`src/cpu6502_pkg.sv`:
```
/*
  cpu6502 shared definitions
  Bus widths, reset vector addresses, opcode encodings and the
  enumerated control types passed between sequencer, decoder and datapath
*/
`default_nettype none

package cpu6502_pkg;

  // --------------------------------------------------------------------------
  // Widths and vectors
  // --------------------------------------------------------------------------
  localparam int ADDR_W = 16;
  localparam int DATA_W = 8;

  typedef logic [ADDR_W-1:0] addr_t;
  typedef logic [DATA_W-1:0] data_t;

  localparam addr_t RESET_VEC_LO = 16'hFFFC;
  localparam addr_t RESET_VEC_HI = 16'hFFFD;

  // --------------------------------------------------------------------------
  // Opcodes, standard 6502 encodings
  // --------------------------------------------------------------------------
  // Immediate loads
  localparam data_t LDA_IMM = 8'hA9;
  localparam data_t LDX_IMM = 8'hA2;
  localparam data_t LDY_IMM = 8'hA0;
  // Implied
  localparam data_t CLC_IMP = 8'h18;
  localparam data_t SEC_IMP = 8'h38;
  localparam data_t NOP_IMP = 8'hEA;
  // Absolute loads and stores
  localparam data_t LDA_ABS = 8'hAD;
  localparam data_t LDX_ABS = 8'hAE;
  localparam data_t LDY_ABS = 8'hAC;
  localparam data_t STA_ABS = 8'h8D;
  localparam data_t STX_ABS = 8'h8E;
  localparam data_t STY_ABS = 8'h8C;
  // Absolute ALU group
  localparam data_t ADC_ABS = 8'h6D;
  localparam data_t SBC_ABS = 8'hED;
  localparam data_t AND_ABS = 8'h2D;
  localparam data_t ORA_ABS = 8'h0D;
  localparam data_t EOR_ABS = 8'h4D;
  localparam data_t CMP_ABS = 8'hCD;
  // Control flow
  localparam data_t JMP_ABS = 8'h4C;

  // --------------------------------------------------------------------------
  // Control types
  // --------------------------------------------------------------------------
  typedef enum logic [2:0] {
    ST_RESET, ST_VEC_LO, ST_VEC_HI, ST_FETCH,
    ST_DECODE, ST_ABS_LO, ST_ABS_HI, ST_HALT
  } cpu_state_e;

  // Five decoded paths, so three bits
  typedef enum logic [2:0] {
    MODE_IMPLIED, MODE_IMMEDIATE, MODE_ABSOLUTE, MODE_JUMP, MODE_INVALID
  } addr_mode_e;

  typedef enum logic [2:0] {
    ALU_ADC, ALU_SBC, ALU_AND, ALU_ORA, ALU_EOR, ALU_CMP, ALU_NONE
  } alu_op_e;

  typedef enum logic [1:0] {REG_NONE, REG_A, REG_X, REG_Y} reg_sel_e;

  typedef enum logic [1:0] {CARRY_KEEP, CARRY_CLEAR, CARRY_SET} carry_op_e;

endpackage

`default_nettype wire

```
`src/cpu6502_alu.sv`:
```
/*
  cpu6502 ALU
  Combinational 8-bit add with carry, subtract with borrow, compare
  and bitwise logic, with carry out
*/
`timescale 1ns/1ns
`default_nettype none

module cpu6502_alu (
  input  cpu6502_pkg::alu_op_e op,
  input  cpu6502_pkg::data_t   a,
  input  cpu6502_pkg::data_t   b,
  input  logic                 carry_in,
  output cpu6502_pkg::data_t   result,
  output logic                 carry_out
);

  cpu6502_pkg::data_t b_eff;
  logic               cin_eff;
  logic [8:0]         sum;

  // Adder operand shaping
  always_comb begin
    b_eff   = b;
    cin_eff = carry_in;
    case (op)
      // Subtract as add of inverted operand, clear carry is a borrow
      cpu6502_pkg::ALU_SBC: b_eff = ~b;
      cpu6502_pkg::ALU_CMP: begin
        b_eff   = ~b;
        cin_eff = 1'b1;
      end
      default: ;
    endcase
  end

  assign sum = {1'b0, a} + {1'b0, b_eff} + {8'h00, cin_eff};

  // Result select
  always_comb begin
    result    = sum[7:0];
    carry_out = sum[8];
    case (op)
      cpu6502_pkg::ALU_AND: result = a & b;
      cpu6502_pkg::ALU_ORA: result = a | b;
      cpu6502_pkg::ALU_EOR: result = a ^ b;
      cpu6502_pkg::ALU_NONE: result = a;
      default: ;
    endcase
    // Logic ops leave carry alone
    if (op inside {cpu6502_pkg::ALU_AND, cpu6502_pkg::ALU_ORA,
                   cpu6502_pkg::ALU_EOR, cpu6502_pkg::ALU_NONE}) begin
      carry_out = carry_in;
    end
  end

endmodule

`default_nettype wire

```
`src/cpu6502_decoder.sv`:
```
/*
  cpu6502 instruction decoder
  Opcode table from the instruction register to addressing path,
  ALU function, register select, store flag and carry action
*/
`timescale 1ns/1ns
`default_nettype none

module cpu6502_decoder (
  input  cpu6502_pkg::data_t       ir,
  output cpu6502_pkg::addr_mode_e  mode,
  output cpu6502_pkg::alu_op_e     alu_op,
  output cpu6502_pkg::reg_sel_e    reg_sel,
  output logic                     is_store,
  output cpu6502_pkg::carry_op_e   carry_op
);

  always_comb begin
    // Anything not listed halts the core
    mode     = cpu6502_pkg::MODE_INVALID;
    alu_op   = cpu6502_pkg::ALU_NONE;
    reg_sel  = cpu6502_pkg::REG_NONE;
    is_store = 1'b0;
    carry_op = cpu6502_pkg::CARRY_KEEP;

    case (ir)
      // ----------------------------------------------------------------------
      // Two-cycle group
      // ----------------------------------------------------------------------
      cpu6502_pkg::LDA_IMM: begin
        mode    = cpu6502_pkg::MODE_IMMEDIATE;
        reg_sel = cpu6502_pkg::REG_A;
      end
      cpu6502_pkg::LDX_IMM: begin
        mode    = cpu6502_pkg::MODE_IMMEDIATE;
        reg_sel = cpu6502_pkg::REG_X;
      end
      cpu6502_pkg::LDY_IMM: begin
        mode    = cpu6502_pkg::MODE_IMMEDIATE;
        reg_sel = cpu6502_pkg::REG_Y;
      end
      cpu6502_pkg::CLC_IMP: begin
        mode     = cpu6502_pkg::MODE_IMPLIED;
        carry_op = cpu6502_pkg::CARRY_CLEAR;
      end
      cpu6502_pkg::SEC_IMP: begin
        mode     = cpu6502_pkg::MODE_IMPLIED;
        carry_op = cpu6502_pkg::CARRY_SET;
      end
      cpu6502_pkg::NOP_IMP: mode = cpu6502_pkg::MODE_IMPLIED;

      // ----------------------------------------------------------------------
      // Absolute group
      // ----------------------------------------------------------------------
      cpu6502_pkg::LDA_ABS,
      cpu6502_pkg::STA_ABS: begin
        mode     = cpu6502_pkg::MODE_ABSOLUTE;
        reg_sel  = cpu6502_pkg::REG_A;
        is_store = (ir == cpu6502_pkg::STA_ABS);
      end
      cpu6502_pkg::LDX_ABS,
      cpu6502_pkg::STX_ABS: begin
        mode     = cpu6502_pkg::MODE_ABSOLUTE;
        reg_sel  = cpu6502_pkg::REG_X;
        is_store = (ir == cpu6502_pkg::STX_ABS);
      end
      cpu6502_pkg::LDY_ABS,
      cpu6502_pkg::STY_ABS: begin
        mode     = cpu6502_pkg::MODE_ABSOLUTE;
        reg_sel  = cpu6502_pkg::REG_Y;
        is_store = (ir == cpu6502_pkg::STY_ABS);
      end
      // ALU ops always target A, so no register select
      cpu6502_pkg::ADC_ABS: begin
        mode   = cpu6502_pkg::MODE_ABSOLUTE;
        alu_op = cpu6502_pkg::ALU_ADC;
      end
      cpu6502_pkg::SBC_ABS: begin
        mode   = cpu6502_pkg::MODE_ABSOLUTE;
        alu_op = cpu6502_pkg::ALU_SBC;
      end
      cpu6502_pkg::AND_ABS: begin
        mode   = cpu6502_pkg::MODE_ABSOLUTE;
        alu_op = cpu6502_pkg::ALU_AND;
      end
      cpu6502_pkg::ORA_ABS: begin
        mode   = cpu6502_pkg::MODE_ABSOLUTE;
        alu_op = cpu6502_pkg::ALU_ORA;
      end
      cpu6502_pkg::EOR_ABS: begin
        mode   = cpu6502_pkg::MODE_ABSOLUTE;
        alu_op = cpu6502_pkg::ALU_EOR;
      end
      cpu6502_pkg::CMP_ABS: begin
        mode   = cpu6502_pkg::MODE_ABSOLUTE;
        alu_op = cpu6502_pkg::ALU_CMP;
      end
      cpu6502_pkg::JMP_ABS: mode = cpu6502_pkg::MODE_JUMP;
      default: ;
    endcase
  end

endmodule

`default_nettype wire

```
`src/cpu6502_sequencer.sv`:
```
/*
  cpu6502 sequencer
  Instruction FSM with program counter, instruction register and
  operand latch; drives the registered bus address and write strobe
*/
`timescale 1ns/1ns
`default_nettype none

module cpu6502_sequencer (
  input  logic                     clk,
  input  logic                     resetn,
  input  cpu6502_pkg::data_t       rd_data,
  input  cpu6502_pkg::addr_mode_e  mode,
  input  logic                     is_store,
  output cpu6502_pkg::cpu_state_e  state,
  output cpu6502_pkg::data_t       ir,
  output cpu6502_pkg::addr_t       address,
  output logic                     wr_enable,
  output logic                     halted
);

  // Start of the current instruction
  cpu6502_pkg::addr_t pc;
  // Low operand byte, also the low reset vector byte
  cpu6502_pkg::data_t op_lo;
  cpu6502_pkg::addr_t target;

  assign target = {rd_data, op_lo};
  assign halted = (state == cpu6502_pkg::ST_HALT);

  always_ff @(posedge clk) begin
    if (!resetn) begin
      state     <= cpu6502_pkg::ST_RESET;
      address   <= cpu6502_pkg::RESET_VEC_LO;
      wr_enable <= 1'b0;
    end else begin
      wr_enable <= 1'b0;
      case (state)
        cpu6502_pkg::ST_RESET: state <= cpu6502_pkg::ST_VEC_LO;
        cpu6502_pkg::ST_VEC_LO: begin
          state   <= cpu6502_pkg::ST_VEC_HI;
          op_lo   <= rd_data;
          address <= cpu6502_pkg::RESET_VEC_HI;
        end
        cpu6502_pkg::ST_VEC_HI: begin
          state   <= cpu6502_pkg::ST_FETCH;
          pc      <= target;
          address <= target;
        end
        cpu6502_pkg::ST_FETCH: begin
          state   <= cpu6502_pkg::ST_DECODE;
          ir      <= rd_data;
          address <= pc + 16'd1;
        end
        cpu6502_pkg::ST_DECODE: begin
          // First operand byte on the bus now
          op_lo <= rd_data;
          case (mode)
            cpu6502_pkg::MODE_IMPLIED: begin
              state   <= cpu6502_pkg::ST_FETCH;
              pc      <= pc + 16'd1;
              address <= pc + 16'd1;
            end
            cpu6502_pkg::MODE_IMMEDIATE: begin
              state   <= cpu6502_pkg::ST_FETCH;
              pc      <= pc + 16'd2;
              address <= pc + 16'd2;
            end
            cpu6502_pkg::MODE_ABSOLUTE,
            cpu6502_pkg::MODE_JUMP: begin
              state   <= cpu6502_pkg::ST_ABS_LO;
              address <= pc + 16'd2;
            end
            // Unknown opcode, address left where it is
            default: state <= cpu6502_pkg::ST_HALT;
          endcase
        end
        cpu6502_pkg::ST_ABS_LO: begin
          address <= target;
          if (mode == cpu6502_pkg::MODE_JUMP) begin
            state <= cpu6502_pkg::ST_FETCH;
            pc    <= target;
          end else begin
            // Store strobe lines up with the operand address
            state     <= cpu6502_pkg::ST_ABS_HI;
            wr_enable <= is_store;
          end
        end
        cpu6502_pkg::ST_ABS_HI: begin
          state   <= cpu6502_pkg::ST_FETCH;
          pc      <= pc + 16'd3;
          address <= pc + 16'd3;
        end
        // Halt holds everything until reset
        default: state <= cpu6502_pkg::ST_HALT;
      endcase
    end
  end

endmodule

`default_nettype wire

```
`src/cpu6502_datapath.sv`:
```
/*
  cpu6502 datapath
  A, X and Y registers and the carry flag, ALU hookup,
  load and ALU write-back, and store data capture
*/
`timescale 1ns/1ns
`default_nettype none

module cpu6502_datapath (
  input  logic                     clk,
  input  logic                     resetn,
  input  cpu6502_pkg::cpu_state_e  state,
  input  cpu6502_pkg::data_t       rd_data,
  input  cpu6502_pkg::alu_op_e     alu_op,
  input  cpu6502_pkg::reg_sel_e    reg_sel,
  input  logic                     is_store,
  input  cpu6502_pkg::carry_op_e   carry_op,
  output cpu6502_pkg::data_t       wr_data
);

  cpu6502_pkg::data_t reg_a;
  cpu6502_pkg::data_t reg_x;
  cpu6502_pkg::data_t reg_y;
  logic               carry;

  cpu6502_pkg::data_t alu_result;
  logic               alu_carry;
  cpu6502_pkg::data_t sel_data;
  logic               is_load;
  logic               load_en;
  logic               alu_en;

  // --------------------------------------------------------------------------
  // Control decode
  // --------------------------------------------------------------------------
  assign is_load = (reg_sel != cpu6502_pkg::REG_NONE) && !is_store;

  // Immediate data lands in DECODE
  // Absolute loads also catch the address byte here and get the real
  // memory byte in ABS_HI
  assign load_en = is_load && (state == cpu6502_pkg::ST_DECODE ||
                               state == cpu6502_pkg::ST_ABS_HI);
  assign alu_en  = (alu_op != cpu6502_pkg::ALU_NONE) &&
                   (state == cpu6502_pkg::ST_ABS_HI);

  // Register read for stores
  always_comb begin
    case (reg_sel)
      cpu6502_pkg::REG_A: sel_data = reg_a;
      cpu6502_pkg::REG_X: sel_data = reg_x;
      cpu6502_pkg::REG_Y: sel_data = reg_y;
      default:            sel_data = 8'h00;
    endcase
  end

  // Accumulator against memory operand
  cpu6502_alu u_alu (
    .op        (alu_op),
    .a         (reg_a),
    .b         (rd_data),
    .carry_in  (carry),
    .result    (alu_result),
    .carry_out (alu_carry)
  );

  // --------------------------------------------------------------------------
  // Register file and carry
  // --------------------------------------------------------------------------
  always_ff @(posedge clk) begin
    if (!resetn) begin
      reg_a <= 8'h00;
      reg_x <= 8'h00;
      reg_y <= 8'h00;
      carry <= 1'b0;
    end else begin
      if (load_en) begin
        case (reg_sel)
          cpu6502_pkg::REG_A: reg_a <= rd_data;
          cpu6502_pkg::REG_X: reg_x <= rd_data;
          cpu6502_pkg::REG_Y: reg_y <= rd_data;
          default: ;
        endcase
      end
      // CLC and SEC
      if (state == cpu6502_pkg::ST_DECODE) begin
        if (carry_op == cpu6502_pkg::CARRY_CLEAR) begin
          carry <= 1'b0;
        end else if (carry_op == cpu6502_pkg::CARRY_SET) begin
          carry <= 1'b1;
        end
      end
      // ALU commit, CMP only touches carry
      if (alu_en) begin
        carry <= alu_carry;
        if (alu_op != cpu6502_pkg::ALU_CMP) begin
          reg_a <= alu_result;
        end
      end
    end
  end

  // Store data held across ABS_HI
  always_ff @(posedge clk) begin
    if (state == cpu6502_pkg::ST_ABS_LO && is_store) begin
      wr_data <= sel_data;
    end
  end

endmodule

`default_nettype wire

```
`src/cpu6502_top.sv`:
```
/*
  cpu6502 core top level
  Sequencer, decoder and datapath on a fixed-latency byte memory bus
*/
`timescale 1ns/1ns
`default_nettype none

module cpu6502_top (
  input  logic               clk,
  input  logic               resetn,
  input  cpu6502_pkg::data_t rd_data,
  output cpu6502_pkg::addr_t address,
  output cpu6502_pkg::data_t wr_data,
  output logic               wr_enable,
  output logic               halted
);

  cpu6502_pkg::cpu_state_e state;
  cpu6502_pkg::data_t      ir;
  cpu6502_pkg::addr_mode_e mode;
  cpu6502_pkg::alu_op_e    alu_op;
  cpu6502_pkg::reg_sel_e   reg_sel;
  logic                    is_store;
  cpu6502_pkg::carry_op_e  carry_op;

  // Control flow and bus timing
  cpu6502_sequencer u_sequencer (
    .clk       (clk),
    .resetn    (resetn),
    .rd_data   (rd_data),
    .mode      (mode),
    .is_store  (is_store),
    .state     (state),
    .ir        (ir),
    .address   (address),
    .wr_enable (wr_enable),
    .halted    (halted)
  );

  cpu6502_decoder u_decoder (
    .ir       (ir),
    .mode     (mode),
    .alu_op   (alu_op),
    .reg_sel  (reg_sel),
    .is_store (is_store),
    .carry_op (carry_op)
  );

  // Architectural registers
  cpu6502_datapath u_datapath (
    .clk      (clk),
    .resetn   (resetn),
    .state    (state),
    .rd_data  (rd_data),
    .alu_op   (alu_op),
    .reg_sel  (reg_sel),
    .is_store (is_store),
    .carry_op (carry_op),
    .wr_data  (wr_data)
  );

endmodule

`default_nettype wire

```
`config.mk`:
```
export PLATFORM = sky130hd
export DESIGN_NAME = cpu6502_top
export DESIGN_NICKNAME = d
export VERILOG_FILES = /design/src/cpu6502_pkg.sv /design/src/cpu6502_alu.sv /design/src/cpu6502_decoder.sv /design/src/cpu6502_sequencer.sv /design/src/cpu6502_datapath.sv /design/src/cpu6502_top.sv
export SDC_FILE = /design/constraint.sdc
export NUM_CORES = 1
export LEC_CHECK = 0
export BUFFER_PORTS_ARGS = -buffer_cell sky130_fd_sc_hd__buf_2
export CORE_MARGIN = 5
export CORE_UTILIZATION = 57
export DETAILED_ROUTE_END_ITERATION = 10
export PLACE_DENSITY = 0.75
export SKIP_LAST_GASP = 1
export SYNTH_ARGS = -nofsm -noshare
export SYNTH_HDL_FRONTEND = slang
export SYNTH_SLANG_ARGS = --single-unit
```
`constraint.sdc`:
```
create_clock -name clk -period 4.3 [get_ports clk]
set_clock_uncertainty 0.15 [all_clocks]
set_input_delay 0.86 -clock clk [delete_from_list [all_inputs] [get_ports clk]]
set_output_delay 0.86 -clock clk [all_outputs]
set_load 0.01 [all_outputs]
```
==> impl_metrics.ini <==
[run_status]
status = complete, no violations

[power_and_ir_drop]
switching_share = 0.316
p_clk_frac = 0.400
power.internal_uw = 1410
sequentialPowerShare = 0.443
p_leak_uw = 0.00259
combPwrFrac = 0.157
switchingPower_uw = 652
vdd_drop_max_mv = 0.345
powerDensity_mw_per_mm2 = 294

[floorplanning]
die-area_sq_mm = 0.0135
core_sq_mm = 0.0109
start_util = 0.588
rows = 38
die_h_um = 116
die_w_um = 116
pin_count = 36

[sta]
slew_violations = 0
fmax_mhz = 260
rsz0062_at_grt = false
holdWs_ps = 321
period_needed_ps = 3840
relSlewSlack = 0.364
hold_violations = 0
max_slew.worst_pin.slew_ps = 952
setup_violations = 0
finalSetupTns_ps = 0
post-route-period-util = 0.894

[grt]
grt_pass1_wl_mm = 31.9
grt_usage = 0.307
first_global_vias = 5986
grt-ovfl-total = 0
antenna_found_initial = 0
grt_max_degree = 45

[worst_hold_path]
hold_class = reg2reg

[logic_synthesis]
syn-mean-instance-area_sq_um = 8.61
yosysWarningCount = 0
netlist_instances = 746
ys_types = 82
synth_flop_cell = dfxtp_1
synth_fp_nets = 787
synth_seq_area_share = 0.327
syn_area_sq_mm = 0.00642
synth_seq_cells = 85
synth_edf_count = 40
synthArstFlopShare = 0

[critical_path]
cpLargestDelayFamily = compound AO/OA/AOI/OAI gates
path_max_fanout = 9
cp_slowest_cell = edfxtp_1
start_kind = register
crit_chain = nand3b_1, nor3_1, and3_1, xnor2_1, fa_1, fa_1, a21o_1, a21o_1, a211oi_1, o21bai_1, a211oi_1, o32ai_1
end_kind = register
critPathKind = reg2reg
timing.critical_path.buf_inv = 0
max_stage_delay_ps = 530
arrival_ps = 3930
required_ps = 4380

[place]
port_buffers = 35
dpl.cell_count = 885
place_congestion = 0.957
dp_hpwl_mm = 13.5

[clocking]
cts_tree = built
cts_buffer_depth = 2
clkSinkCount = 85
h-tree-depth = 3
clk-insertion-delay-late_ps = 360
clock-root-buffer = clkbuf_16
cts_buffers = 9
cts_post_setup_buffers_inserted = 0
cts.reportedPaths.clkPinSlew_ps = 70
cts_resized = 0
hold_buffers = 0

[cells_and_area]
stdcell_count = 901
area_growth_pct = 8.92
drive_above_1_share = 0.118
insertedDiodeCount = 0
finish.utilization = 0.640
fillers = 965
nNetsFinal = 797

[route]
finalWirelength_mm = 20.0
ant_nets = 0
vias_per_cell = 6.75
num_vias = 6078
drc = 0
firstDrtPassIters = 5
wl_per_cell_um = 22.2
first_iter_violations = 727

[job]
maxCapViolations = 0
## logic make-up after synthesis
logic type	after synthesis	share of synthesized area
fa+ha+maj	31	0.0627
compound gates	209	0.232
flops	85	0.327
simple gates	245	0.192
xor+xnor	46	0.0627
buf+inv	87	0.0557
mux	43	0.0676
## worst paths after layout
| check | end | cells after the start | slack, ps | startpoint |
|---|---|---|---|---|
| worst max-delay path | u_datapath.carry | 12 | 460 | u_sequencer.ir[4] |
| worst min register to register | u_sequencer.address[0] | 2 | 320 | u_sequencer.address[0] |
| worst max register to register | u_datapath.carry | 12 | 460 | u_sequencer.ir[4] |
| worst min-delay path | u_sequencer.address[0] | 2 | 320 | u_sequencer.address[0] |
## area by class of cell
type | count | area [sq um] | share of cell area
Tap cell | 140 | 175 | 0.0250
Clock buffer | 9 | 225 | 0.0322
Sequential cell | 85 | 2100 | 0.300
Multi-Input combinational cell | 574 | 3970 | 0.567
Clock inverter | 7 | 88.8 | 0.0127
Timing Repair Buffer | 55 | 325 | 0.0465
Inverter | 31 | 116 | 0.0166
## flip-flops by register name (all words and copies together) (netlist names)
name,cells
u_datapath.reg_x,8
u_sequencer.ir,8
u_sequencer.op_lo,8
u_datapath.reg_a,8
u_sequencer.wr_enable,1
u_sequencer.state,3
u_datapath.wr_data,8
u_datapath.reg_y,8
u_sequencer.address,16
u_datapath.carry,1
u_sequencer.pc,16
## power by group through the flow
stage / logic (uW) / clock network [uW] / registers, uW
2_1_floorplan: 222 / 0 / 914
4_1_cts: 314 / 827 / 911
5_1_grt: 348 / 862 / 916
3_5_place_dp: 313 / 0 / 930
3_3_place_gp: 306 / 0 / 928
6_report: 323 / 823 / 913
## synth_stat cells (4+ instances only)
cell type  count  share of area
nand2_1       73          0.043
nor2_1        61          0.036
o21ai_0       48          0.037
dfxtp_1       45           0.14
edfxtp_1      40           0.19
mux2i_1       40          0.062
a21oi_1       33          0.026
clkbuf_1      31          0.018
xnor2_1       31          0.042
inv_1         30          0.018
ha_1          29          0.056
nor3_1        29          0.023
a211oi_1      17          0.020
buf_2         16          0.012
nand3_1       16          0.012
xor2_1        15          0.020
o211ai_1      14          0.016
nand4_1       12          0.012
nor4_1         8         0.0078
a31oi_1        7         0.0068
and3_1         7         0.0068
nor2b_1        7         0.0068
a21o_1         6         0.0070
a221o_1        6         0.0093
a221oi_1       6         0.0082
buf_1          6         0.0035
a41oi_1        5         0.0068
nand2b_1       5         0.0049
o221ai_1       5         0.0068
o31ai_1        5         0.0058
a222oi_1       4         0.0062
o2111ai_1      4         0.0055
o21a_1         4         0.0047
o22ai_1        4         0.0039
or3_1          4         0.0039
## routing by layer
layer | wire length [um] | up-vias | part of all wire | global-route usage
met5 | 0 | - | 0 | 0
met4 | 741 | 0 | 0.037 | 0.136
met3 | 1900 | 60 | 0.095 | 0.0798
met2 | 9620 | 311 | 0.48 | 0.512
met1 | 7750 | 2897 | 0.39 | 0.376
li1 | - | 2810 | - | -
## stage by stage
stage	instance area [sq um]	total power, uW	setup WS (ps)
2_1_floorplan	6420	1140	547
3_3_place_gp	6680	1230	618
3_5_place_dp	6680	1240	478
4_1_cts	7000	2050	471
5_1_grt	7000	2130	192
6_report	7000	2060	456
## layout by cell type (no fill, tap or decap), types with 4 or more instances in the layout
cell       netlist  layout
nor3_1          29      29
nand3_1         16      16
a41oi_1          5       5
a211oi_1        17      17
and3_1           7       7
buf_2           16      35
a221oi_1         6       6
a221o_1          6       6
nor4_1           8       8
o22ai_1          4       4
dfxtp_1         45      45
or3_1            4       4
a222oi_1         4       4
a31oi_1          7       7
nand2_1         73      73
buf_4            3      20
nand4_1         12      12
o211ai_1        14      14
o2111ai_1        4       4
edfxtp_1        40      40
o31ai_1          5       5
inv_1           30      30
o21ai_0         48      48
a21o_1           6       6
mux2i_1         40      40
nor2_1          61      61
o21a_1           4       4
xnor2_1         31      31
xor2_1          15      15
ha_1            29      29
clkbuf_16        0       9
nor2b_1          7       7
o221ai_1         5       5
a21oi_1         33      33
nand2b_1         5       5
## tightest hold or removal path, cell delays in order, from the launching register on
cell,delay (ps)
dfxtp_1,310
nand2_1,50
a21oi_1,60
(Power assumes the default switching activity.)
